===== config.mk =====
export PLATFORM = sky130hd
export DESIGN_NAME = mvu_top
export DESIGN_NICKNAME = d
export VERILOG_FILES = /design/src/common/mvu_data_pkg.sv /design/src/common/mvu_ctrl_pkg.sv /design/src/pe/mvu_pe_simd.sv /design/src/pe/mvu_pe_adder.sv /design/src/pe/mvu_pe_acc.sv /design/src/pe/mvu_pe.sv /design/src/design/mvu_fold_counter.sv /design/src/design/mvu_ctrl_fsm.sv /design/src/design/mvu_top.sv
export SDC_FILE = /design/constraint.sdc
export NUM_CORES = 1
export LEC_CHECK = 0
export ABC_AREA = 1
export BUFFER_PORTS_ARGS = -buffer_cell sky130_fd_sc_hd__buf_2
export CORE_AREA = 4 4 149 151
export CTS_BUF_LIST = sky130_fd_sc_hd__clkbuf_4
export DETAILED_ROUTE_END_ITERATION = 8
export DIE_AREA = 0 0 153 155
export MAX_ROUTING_LAYER = met4
export PLACE_DENSITY = 0.72
export SKIP_LAST_GASP = 1
export SYNTH_ARGS = -nofsm -noshare
export SYNTH_HDL_FRONTEND = slang
export SYNTH_SLANG_ARGS = --single-unit

===== constraint.sdc =====
create_clock -name clk -period 5.03 [get_ports clk]
set_input_delay 0.503 -clock clk [delete_from_list [all_inputs] [get_ports clk]]
set_output_delay 0.503 -clock clk [all_outputs]
set_load 0.005 [all_outputs]

===== src/common/mvu_data_pkg.sv =====
// --------------------------------------------------
// Word widths and element types of the MVU datapath
// Activations and weights are signed two's complement
// dst_width must hold SF*SIMD products without overflow
// Products and adder sums use the accumulator type
// --------------------------------------------------

package mvu_data_pkg;

   // Activation word width in bits
   localparam int src_width = 4;

   // Weight word width in bits
   localparam int wgt_width = 4;

   // An accumulator width of 16 bits leaves ample headroom at the default sizes
   localparam int dst_width = 16;

   // One signed activation lane
   typedef logic signed [src_width-1:0] act_t;

   // One signed weight lane
   typedef logic signed [wgt_width-1:0] wgt_t;

   // Signed accumulator word, also carries the products and the adder sums
   typedef logic signed [dst_width-1:0] acc_t;

endpackage


===== src/common/mvu_ctrl_pkg.sv =====
// --------------------------------------------------
// Control types shared by the FSM and the PE array
// Strobes are valid only in the cycle of their beat
// --------------------------------------------------

package mvu_ctrl_pkg;

   // Run states of the control FSM
   typedef enum logic [1:0] {
      idle  = 2'd0,
      run   = 2'd1,
      drain = 2'd2
   } mvu_state_e;

   // Strobes broadcast to every processing element
   typedef struct packed {
      // Input lanes are accepted this cycle
      logic beat;
      // This beat is the first synapse fold of an output
      logic sf_clr;
      // This beat is the last synapse fold of an output
      logic sf_last;
   } pe_ctrl_t;

endpackage


===== src/pe/mvu_pe_simd.sv =====
// --------------------------------------------------
// SIMD multiplier stage of one processing element
// One register stage with sign extended products
// Empty beats register zero products
// --------------------------------------------------

`timescale 1ns/1ps

module mvu_pe_simd
   import mvu_data_pkg::*;
#(
   parameter int SIMD = 4
) (
   input  logic clk,
   input  logic rst_n,
   input  logic beat,
   input  act_t act [SIMD],
   input  wgt_t wgt [SIMD],
   output acc_t prod [SIMD]
);

   // Each lane is an independent signed multiplier
   for (genvar i = 0; i < SIMD; i++) begin : g_lane

      always_ff @(posedge clk) begin
         if (!rst_n) begin
            // Clean products after reset keep the accumulators at zero
            prod[i] <= '0;
         end else if (beat) begin
            // Both operands are widened first so the product keeps its sign
            prod[i] <= acc_t'(act[i]) * acc_t'(wgt[i]);
         end else begin
            // A gap contributes nothing to the running sum
            prod[i] <= '0;
         end
      end

   end

endmodule


===== src/pe/mvu_pe_adder.sv =====
// --------------------------------------------------
// Adder stage of one processing element
// Sums all SIMD products into one registered word
// Overflow wraps silently at dst_width bits
// --------------------------------------------------

`timescale 1ns/1ps

module mvu_pe_adder
   import mvu_data_pkg::*;
#(
   parameter int SIMD = 4
) (
   input  logic clk,
   input  logic rst_n,
   input  acc_t prod [SIMD],
   output acc_t sum
);

   // Combinational sum of all lanes ahead of the register
   acc_t lane_sum;

   always_comb begin
      lane_sum = '0;
      // Lanes are added in order into one signed word
      for (int i = 0; i < SIMD; i++) begin
         lane_sum = lane_sum + prod[i];
      end
   end

   // One register stage between the multipliers and the accumulator
   always_ff @(posedge clk) begin
      if (!rst_n) begin
         sum <= '0;
      end else begin
         sum <= lane_sum;
      end
   end

endmodule


===== src/pe/mvu_pe_acc.sv =====
// --------------------------------------------------
// Accumulator over the synapse folds of one output
// sf_clr arrives with the beat and is delayed 2 cycles
// The first fold loads, later folds add
// --------------------------------------------------

`timescale 1ns/1ps

module mvu_pe_acc
   import mvu_data_pkg::*;
(
   input  logic clk,
   input  logic rst_n,
   input  logic sf_clr,
   input  acc_t in_acc,
   output acc_t out_acc
);

   // Clear strobe travelling alongside the multiplier and adder registers
   logic [1:0] sf_clr_dly;

   always_ff @(posedge clk) begin
      if (!rst_n) begin
         sf_clr_dly <= '0;
      end else begin
         sf_clr_dly <= {sf_clr_dly[0], sf_clr};
      end
   end

   // The delayed clear lines up with the sum of the first fold
   always_ff @(posedge clk) begin
      if (!rst_n) begin
         out_acc <= '0;
      end else if (sf_clr_dly[1]) begin
         // Start a new dot product, dropping the previous one
         out_acc <= in_acc;
      end else begin
         out_acc <= out_acc + in_acc;
      end
   end

endmodule


===== src/pe/mvu_pe.sv =====
// --------------------------------------------------
// One processing element computing one row per fold
// Latency from beat to out_acc is three cycles
// Activations are shared, weights are per element
// --------------------------------------------------

`timescale 1ns/1ps

module mvu_pe
   import mvu_data_pkg::*;
   import mvu_ctrl_pkg::*;
#(
   parameter int SIMD = 4
) (
   input  logic     clk,
   input  logic     rst_n,
   input  pe_ctrl_t ctrl,
   input  act_t     act [SIMD],
   input  wgt_t     wgt [SIMD],
   output acc_t     out_acc
);

   // Registered lane products
   acc_t prod [SIMD];
   // Registered sum of the lanes
   acc_t sum;

   // Multipliers see the beat strobe so gaps become zeros
   mvu_pe_simd #(
      .SIMD (SIMD)
   ) u_simd (
      .clk   (clk),
      .rst_n (rst_n),
      .beat  (ctrl.beat),
      .act   (act),
      .wgt   (wgt),
      .prod  (prod)
   );

   mvu_pe_adder #(
      .SIMD (SIMD)
   ) u_adder (
      .clk   (clk),
      .rst_n (rst_n),
      .prod  (prod),
      .sum   (sum)
   );

   // The accumulator delays sf_clr itself to match the two stages above
   mvu_pe_acc u_acc (
      .clk     (clk),
      .rst_n   (rst_n),
      .sf_clr  (ctrl.sf_clr),
      .in_acc  (sum),
      .out_acc (out_acc)
   );

endmodule


===== src/design/mvu_fold_counter.sv =====
// --------------------------------------------------
// Synapse and neuron fold indices of accepted beats
// Counts on the edge that accepts the beat
// Both indices wrap, so a full matrix ends at zero
// --------------------------------------------------

`timescale 1ns/1ps

module mvu_fold_counter #(
   parameter int SF = 3,
   parameter int NF = 2
) (
   input  logic                               clk,
   input  logic                               rst_n,
   input  logic                               clear,
   input  logic                               count,
   output logic [$clog2(SF > 1 ? SF : 2)-1:0] sf_idx,
   output logic [$clog2(NF > 1 ? NF : 2)-1:0] nf_idx
);

   // Index widths keep at least one bit even for a single fold
   localparam int SF_W = $clog2(SF > 1 ? SF : 2);
   localparam int NF_W = $clog2(NF > 1 ? NF : 2);

   // Final values of each index
   logic sf_wrap;
   logic nf_wrap;

   assign sf_wrap = (sf_idx == SF_W'(SF - 1));
   assign nf_wrap = (nf_idx == NF_W'(NF - 1));

   always_ff @(posedge clk) begin
      if (!rst_n || clear) begin
         // A start always begins at the first fold of the matrix
         sf_idx <= '0;
         nf_idx <= '0;
      end else if (count) begin
         if (sf_wrap) begin
            sf_idx <= '0;
            // The neuron fold only moves when a full row of folds is done
            if (nf_wrap) begin
               nf_idx <= '0;
            end else begin
               nf_idx <= nf_idx + NF_W'(1);
            end
         end else begin
            sf_idx <= sf_idx + SF_W'(1);
         end
      end
   end

endmodule


===== src/design/mvu_ctrl_fsm.sv =====
// --------------------------------------------------
// Run control of the MVU
// Beats count only in run with in_valid high
// out_valid and done trail sf_last by three cycles
// Start is ignored while busy
// --------------------------------------------------

`timescale 1ns/1ps

module mvu_ctrl_fsm
   import mvu_ctrl_pkg::*;
#(
   parameter int SF = 3,
   parameter int NF = 2
) (
   input  logic                               clk,
   input  logic                               rst_n,
   input  logic                               start,
   input  logic                               in_valid,
   input  logic [$clog2(SF > 1 ? SF : 2)-1:0] sf_idx,
   input  logic [$clog2(NF > 1 ? NF : 2)-1:0] nf_idx,
   output pe_ctrl_t                           ctrl,
   output logic                               count,
   output logic                               clear,
   output logic                               busy,
   output logic                               out_valid,
   output logic                               done
);

   localparam int SF_W = $clog2(SF > 1 ? SF : 2);
   localparam int NF_W = $clog2(NF > 1 ? NF : 2);

   mvu_state_e state;
   mvu_state_e state_nxt;

   // Position of the current beat within the matrix
   logic last_sf;
   logic last_nf;
   logic last_beat;

   // Shift registers matching the multiplier, adder and accumulator stages
   logic [2:0] vld_sr;
   logic [2:0] end_sr;

   assign last_sf = (sf_idx == SF_W'(SF - 1));
   assign last_nf = (nf_idx == NF_W'(NF - 1));

   // Strobes are formed in the same cycle as the beat they describe
   assign ctrl.beat    = (state == run) && in_valid;
   assign ctrl.sf_clr  = ctrl.beat && (sf_idx == '0);
   assign ctrl.sf_last = ctrl.beat && last_sf;
   assign last_beat    = ctrl.sf_last && last_nf;

   assign count = ctrl.beat;
   // Counter restarts together with the move to run
   assign clear = (state == idle) && start;
   assign busy  = (state != idle);

   always_comb begin
      state_nxt = state;
      case (state)
         idle: begin
            if (start) begin
               state_nxt = run;
            end
         end
         run: begin
            if (last_beat) begin
               state_nxt = drain;
            end
         end
         drain: begin
            // Leave on the edge that raises out_valid and done
            if (end_sr[1]) begin
               state_nxt = idle;
            end
         end
         default: state_nxt = idle;
      endcase
   end

   always_ff @(posedge clk) begin
      if (!rst_n) begin
         state  <= idle;
         vld_sr <= '0;
         end_sr <= '0;
      end else begin
         state  <= state_nxt;
         vld_sr <= {vld_sr[1:0], ctrl.sf_last};
         end_sr <= {end_sr[1:0], last_beat};
      end
   end

   // The last stage coincides with the final accumulator value
   assign out_valid = vld_sr[2];
   assign done      = end_sr[2];

endmodule


===== src/design/mvu_top.sv =====
// --------------------------------------------------
// Matrix-vector unit taking PE rows by SIMD lanes per beat
// Matrix is NF*PE rows by SF*SIMD columns
// out_acc must be taken on out_valid as nothing stalls
// Weights are streamed in and nothing is stored on chip
// --------------------------------------------------

`timescale 1ns/1ps

module mvu_top
   import mvu_data_pkg::*;
   import mvu_ctrl_pkg::*;
#(
   parameter int SIMD = 4,
   parameter int PE   = 2,
   parameter int SF   = 3,
   parameter int NF   = 2
) (
   input  logic clk,
   input  logic rst_n,
   input  logic start,
   input  logic in_valid,
   input  act_t in_act [SIMD],
   input  wgt_t in_wgt [PE][SIMD],
   output logic busy,
   output logic out_valid,
   output acc_t out_acc [PE],
   output logic done
);

   localparam int SF_W = $clog2(SF > 1 ? SF : 2);
   localparam int NF_W = $clog2(NF > 1 ? NF : 2);

   // Strobes shared by every processing element
   pe_ctrl_t        ctrl;
   logic            count;
   logic            clear;
   logic [SF_W-1:0] sf_idx;
   logic [NF_W-1:0] nf_idx;

   mvu_ctrl_fsm #(
      .SF (SF),
      .NF (NF)
   ) u_ctrl (
      .clk       (clk),
      .rst_n     (rst_n),
      .start     (start),
      .in_valid  (in_valid),
      .sf_idx    (sf_idx),
      .nf_idx    (nf_idx),
      .ctrl      (ctrl),
      .count     (count),
      .clear     (clear),
      .busy      (busy),
      .out_valid (out_valid),
      .done      (done)
   );

   mvu_fold_counter #(
      .SF (SF),
      .NF (NF)
   ) u_cnt (
      .clk    (clk),
      .rst_n  (rst_n),
      .clear  (clear),
      .count  (count),
      .sf_idx (sf_idx),
      .nf_idx (nf_idx)
   );

   // One element per matrix row of the current neuron fold
   for (genvar p = 0; p < PE; p++) begin : g_pe
      mvu_pe #(
         .SIMD (SIMD)
      ) u_pe (
         .clk     (clk),
         .rst_n   (rst_n),
         .ctrl    (ctrl),
         .act     (in_act),
         .wgt     (in_wgt[p]),
         .out_acc (out_acc[p])
      );
   end

endmodule


==> results of run 1 <==
## worst paths after layout
path / endpoint / slack, ps / cells after the start
max reg2reg: g_pe[0].u_pe.u_adder.sum[9] / 2200 / 13
min reg2reg: u_ctrl.end_sr[1] / 410 / 2
max: g_pe[1].u_pe.u_simd.prod[30] / 1620 / 18
min: g_pe[0].u_pe.u_simd.prod[48] / 220 / 3
## registers in the layout, indices dropped and copies added, names as in the netlist, 2 cells and up
register,flops
g_pe.u_pe.u_adder.sum,32
g_pe.u_pe.u_acc.sf_clr_dly,2
u_ctrl.end_sr,3
u_ctrl.state,2
g_pe.u_pe.u_acc.out_acc,32
u_cnt.sf_idx,2
u_ctrl.vld_sr,3
g_pe.u_pe.u_simd.prod,64
## power groups by stage
stage	logic, mW	registers, mW	clock network [mW]
finish	1.25	1.26	0.701
CTS	1.27	1.26	0.725
global route	1.47	1.27	0.769
global placement	1.23	1.28	0
detailed placement	1.25	1.28	0
floorplan	0.953	1.27	0
## area by class of cell
type,count,area (µm²)
multi-input cells,1015,7540
diodes,1,2.50
inverters,403,1510
well taps,275,344
clock buffers,19,143
flip-flops and latches,141,2820
repair buffers,87,438
clock inverters,12,121
fillers,1911,7900
## cells by family (layout without fill, tap and decap cells)
group	after synthesis	in the layout
AO/OA/AOI/OAI	148	148
flip-flops	141	141
adder cells (fa/ha/maj)	254	254
AND/OR/NAND/NOR	557	557
other	0	1
buffers and inverters	429	521
XOR/XNOR	56	56
## cells in the mapped netlist
| cell | n | share of area (%) |
|---|---|---|
| inv_1 | 400 | 13 |
| nand2_1 | 284 | 8.9 |
| nor2_1 | 187 | 5.9 |
| ha_1 | 146 | 15 |
| dfxtp_1 | 141 | 24 |
| fa_1 | 108 | 18 |
| a21oi_1 | 71 | 3.0 |
| o21ai_0 | 52 | 2.2 |
| nand3_1 | 48 | 2.0 |
| xnor2_1 | 30 | 2.2 |
| xor2_1 | 26 | 1.9 |
| clkbuf_1 | 19 | 0.60 |
| nand2_2 | 12 | 0.63 |
| o21a_1 | 8 | 0.50 |
| nor3_1 | 7 | 0.29 |
| a21o_1 | 6 | 0.38 |
| buf_2 | 6 | 0.25 |
| nand4_1 | 6 | 0.31 |
| a21oi_2 | 5 | 0.37 |
| and2_1 | 3 | 0.16 |
| inv_2 | 3 | 0.094 |
| nand3_2 | 2 | 0.17 |
| o211ai_1 | 2 | 0.13 |
| o21bai_1 | 2 | 0.13 |
| or2_1 | 2 | 0.10 |
| buf_4 | 1 | 0.063 |
| nand2b_1 | 1 | 0.052 |
| nor2_4 | 1 | 0.094 |
| nor3b_1 | 1 | 0.063 |
| nor4_1 | 1 | 0.052 |
| o21ai_1 | 1 | 0.042 |
| o21ai_2 | 1 | 0.073 |
| or2_2 | 1 | 0.052 |
| or3_1 | 1 | 0.052 |
## metrics by stage
stage                     std cells  cell area [µm²]  util (%)  power (mW)  setup WS, ps
after floorplan                1585            12000         -        2.22          1160
after global placement         1921            12700      60.8        2.51          1090
after detailed placement       1921            12700      60.8        2.54          1060
after CTS                      1952            12900      62.0        3.25          1660
after global routing           1953            12900      62.1        3.51          1460
final                          1953            12900      62.1        3.21          1620
## cell usage in the layout, fill, tap and decap left out, types with 6 or more instances in the layout
cell and instances:
nor2_1 187, buf_2 86, nand2_1 284, inv_1 400, ha_1 146, xor2_1 26
a21o_1 6, clkbuf_4 19, nand2_2 12, nand3_1 48, dfxtp_1 141, o21ai_0 52
xnor2_1 30, fa_1 108, a21oi_1 71, nand4_1 6, o21a_1 8, nor3_1 7
## per-layer routing
layer | vias to the layer above | share of wire [%] | track usage, %
li1 | 4896 | - | -
met1 | 4249 | 46 | 26.5
met2 | 140 | 48 | 34.5
met3 | 33 | 3.1 | 2.73
met4 | 0 | 2.2 | 6.19
met5 | - | 0 | -
## critical path: stages
cell and delay, ps:
buf_2 140, inv_1 70, nand2_1 70, fa_1 530, inv_1 50, fa_1 520
inv_1 50, fa_1 490, inv_1 40, ha_1 210, fa_1 390, nand2_1 70
inv_1 50, o21ai_0 130, nand2_1 80, or2_1 220, a21o_1 170, a21oi_2 100
==> metrics, run 1 <==
outcome complete, no violations; DIE WIDTH around 150 µm; DR WL/cell around 12 µm; clock power share between 20% and 30%; global placer's final weighted congestion 0.918; DP HPWL approximately 19000 µm; post-synthesis xor/xnor area fraction under 10%; syn avg cell area ~7.6 µm²; post-synthesis simple-gate area fraction 18.8%; cell count after synthesis about 1600; CTS tree yes; CTS buffer count 17; crit-path max FO 7; Final Setup Violations 0; Leakage between 7 and 8 nW; Critical Path RT 5500 ps; Final Hold Fails 0; startpoint of the worst hold path in_wgt[28]; Yosys warning count 0; worst-margin pin slew 927 ps; post-synthesis sequential area ratio between 20% and 30%; vias per cell 4.77; IO Port Bufs 86; Cell Rows 53; final wirelength 22900 µm; Yosys reg bits between 100 and 150; TritonRoute pass-1 iters 7; startpoint types input port; I/O pin count just under 90; compound-gate portion of the synthesized area approximately 6.7%; maximum clock path buffer count 2; Adder-Cell Fraction of Synth Area 33.3%; Die Y 155 µm; Comb pwr share 39.0%; Max rail drop VDD ~0.10 mV; vias in the first global route approximately 9000; FF-to-FF Start g_pe[0].u_pe.u_simd.prod[1]; initial antenna violation count 1; Setup crit end kind flip-flop; antenna viol nets, final 0; Critical Path AT a little under 4000 ps; CTS Hold Bufs 0; final net count approximately 2000; clock latency at the later pin of the worst-skew pair 550 ps; Crit Path Category input port to flip-flop; Mapped Area about 12000 µm²; Core ar. about 21000 µm²; CP startpoint in_act[4]; mux share of post-synthesis cell area 0%; max cap viols 0; Hold WS 218 ps; Area Growth Syn to Fin 7.84%; skew final 15.6 ps; P per Cell Area approximately 250 nW/µm²; largest family of logic cells by synthesized area adder cells; P_int a little over 2 mW; grt ovf 0; Via Count ~9300; fin crit share between 60% and 70%; DRC 0; net switching fraction of the power 36.9%; sequential share of power around 39%; Clock Pin Slew Worst Setup and Hold Paths 110 ps; Net Switching roughly 1.2 mW; Final Critical Period roughly 3400 ps; die area ~24000 µm²; global-route usage over all layers 20.6%; pin count of the biggest net entering global routing 56; Initial Util a little under three fifths; Max Slew Vio Count 0; share of layout cells above drive strength 1 under 10%; slew margin rel. a little under two fifths; synth unique cells 34; CTS sink cnt around 140; first-pass GRT wire length ~40000 µm; HP Class input port to flip-flop; Max Clk Rate about 290 MHz; CTS H-tree depth 4; CTS resizes 0; violation count after the first detailed-route iteration 367; Syn Nets 1891; CTS root buf clkbuf_4; final setup TNS 0 ps; setup bufs post-CTS 0; RSZ-0062 raised after global routing no
Power figures use the tool's default switching activity.
==> run 2, diff against run 1 <==
Settings changed: ABC_AREA 1 to 0, CORE_AREA 4 4 149 151 to 4 4 147 149, DIE_AREA 0 0 153 155 to 0 0 151 153.
Clock period 5.03 ns to 3.4 ns, I/O delays scaled along.
==> metrics, run 2 <==
Critical Path AT 3710 ps; Syn Nets roughly 1600; top flop regs g_pe.u_pe.u_simd.prod (64), g_pe.u_pe.u_acc.out_acc (32), g_pe.u_pe.u_adder.sum (32); worst-margin pin slew slightly below 700 ps; CTS H-tree depth 4; CTS tree yes; commonest cells after routing, fill and taps aside inv_1 (211), ha_1 (146), dfxtp_1 (141); Yosys reg bits about 140; pin count of the biggest net entering global routing 43; initial antenna violation count 1; Setup crit end kind flip-flop; fin crit share approximately 96%; placed cell areas around 13000 µm²; CTS sink cnt approximately 140; Yosys warning count 0; Final Critical Period 3280 ps; Cell Rows 52; Max Clk Rate between 300 and 400 MHz; DRC 0; final net count approximately 1700; Largest Register g_pe.u_pe.u_simd.prod; Via Count 8357; slew margin rel. about 54%; skew final about 19 ps; global placer's final weighted congestion around 0.85; EDFF count, synth 0; syn avg cell area between 9 and 10 µm²; Mapped Area roughly 12000 µm²; CTS buffer count 17; Synth Flop Type dfxtp_1; TritonRoute pass-1 iters 4; Die Y around 150 µm; worst reg2reg setup slack roughly 120 ps; Cell Count, Final, Fillers Out 1649; Synth async-reset ratio 0%; Clock Pin Slew Worst Setup and Hold Paths approximately 110 ps; I/O pin count 87; post-synthesis sequential area ratio 24.3%; RSZ-0062 raised after global routing no; Worst Slack Setup Final between 100 and 150 ps; grt ovf 0; P per Cell Area between 300 and 400 nW/µm²; fin util a little under two thirds; startpoint types flip-flop; HP Class input port to flip-flop; Area Growth Syn to Fin 10.9%; synth unique cells 60; Crit Path Category flip-flop to flip-flop; DIE WIDTH between 150 and 200 µm; fillcell total 1727; die area about 23000 µm²; fin area ~13000 µm²; max cap viols 0; clock latency at the later pin of the worst-skew pair 560 ps; Final Hold Fails 0; final wirelength ~22000 µm; Synth top area share between 20% and 30%; Hold WS around 60 ps; Initial Util between 50% and 60%; crit-path max FO 4; vias in the first global route between 8000 and 9000; violation count after the first detailed-route iteration 301; antenna viol nets, final 0; count leader, synth inv_1; DR WL/cell 13.5 µm; share of layout cells above drive strength 1 between 10% and 20%; IO Port Bufs 86; first-pass GRT wire length approximately 39000 µm; Final Setup Violations 0; DP HPWL approximately 19000 µm; Max Slew Vio Count 0; flip-flop count of the largest register after layout 64; setup bufs post-CTS 0; dominant cells by area after synthesis dfxtp_1 (24%), fa_1 (19%), ha_1 (16%), inv_1 (6.8%), and2_1 (5.5%); vias per cell roughly 5.1; CTS root buf clkbuf_4; cell count after synthesis about 1200; synth cell count leaders inv_1 (211), ha_1 (146), dfxtp_1 (141), fa_1 (108), and2_1 (102); Critical Path RT 3840 ps; most common cell after layout, fill and taps aside inv_1; dpl cells approximately 1600; final setup TNS 0 ps; post-synth top area cell dfxtp_1; pre-CTS WS -186 ps; Leakage roughly 6.4 nW; Max rail drop VDD around 0.18 mV; Total Power 5.10 mW; global-route usage over all layers a little over a fifth; maximum clock path buffer count 2; Core ar. roughly 20000 µm²; outcome complete, no violations
==> run 2: cell count changes after synthesis, moves of 14 or more <==
| cell | previous run | this run |
|---|---|---|
| a21oi_1 | 71 | 55 |
| and2_1 | 3 | 102 |
| nand3_1 | 48 | 19 |
| nand2_1 | 284 | 57 |
| nor2b_1 | 0 | 15 |
| xnor2_1 | 30 | 50 |
| a21o_1 | 6 | 29 |
| and3_1 | 0 | 14 |
| o21ai_0 | 52 | 20 |
| nor2_1 | 187 | 69 |
| inv_1 | 400 | 211 |
| nand2b_1 | 1 | 16 |
==> run 2: layout make-up <==
| type | instances | area (µm²) | area share (%) |
|---|---|---|---|
| diodes | 1 | 2.50 | 0.0194 |
| clock buffers | 19 | 143 | 1.11 |
| clock inverters | 13 | 173 | 1.34 |
| inverters | 211 | 792 | 6.15 |
| multi-input cells | 872 | 7920 | 61.4 |
| flip-flops and latches | 141 | 2820 | 21.9 |
| well taps | 270 | 338 | 2.62 |
| repair buffers | 122 | 701 | 5.44 |
==> run 2: report_power, final <==
| part | leakage, nW | internal (mW) | switching (mW) |
|---|---|---|---|
| combinational | 5.10 | 0.942 | 1.08 |
| sequential | 1.14 | 1.81 | 0.0938 |
| clock | 0.159 | 0.589 | 0.594 |
==> run 2: kinds of logic (layout without fill, tap and decap cells) <==
| family | count (synthesis) | in the layout | synth area share, % |
|---|---|---|---|
| other | 0 | 1 | 0 |
| and+or+nand+nor | 336 | 336 | 15.2 |
| muxes | 14 | 14 | 1.26 |
| AOI/OAI and AO/OA | 188 | 188 | 11.3 |
| buffers and inverters | 235 | 365 | 7.60 |
| adders and majority gates | 254 | 254 | 34.3 |
| DFF | 141 | 141 | 24.3 |
| xor gates and xnor gates | 80 | 80 | 6.03 |
==> run 2: final timing paths <==
check,from,to,cells past startpoint
max,g_pe[1].u_pe.u_simd.prod[18],g_pe[1].u_pe.u_adder.sum[9],11
max reg2reg,g_pe[1].u_pe.u_simd.prod[18],g_pe[1].u_pe.u_adder.sum[9],11
min reg2reg,u_ctrl.end_sr[0],u_ctrl.end_sr[1],1
min,in_wgt[20],g_pe[0].u_pe.u_simd.prod[16],2
==> run 2: worst max-delay path, stage by stage, from the launching register on <==
cell and delay, ps:
dfxtp_1 370, inv_1 70, fa_1 500, fa_1 550
inv_1 70, fa_1 460, a21o_1 190, a21oi_2 180
o21bai_2 100, a2111oi_2 360, nor2_1 170, mux2i_1 140
==> run 2: routing by layer <==
layer / routed length, µm / track usage, % / vias to the layer above
li1: - / - / 4284
met1: 10600 / 27.6 / 3897
met2: 10600 / 33.8 / 151
met3: 829 / 2.96 / 25
met4: 297 / 5.27 / 0
met5: 0 / - / -
==> run 2: timing repair <==
action,4_1_cts,5_1_grt
hold buffers,0,0
endpoints found under the setup margin,0,5
gates resized for setup,0,3
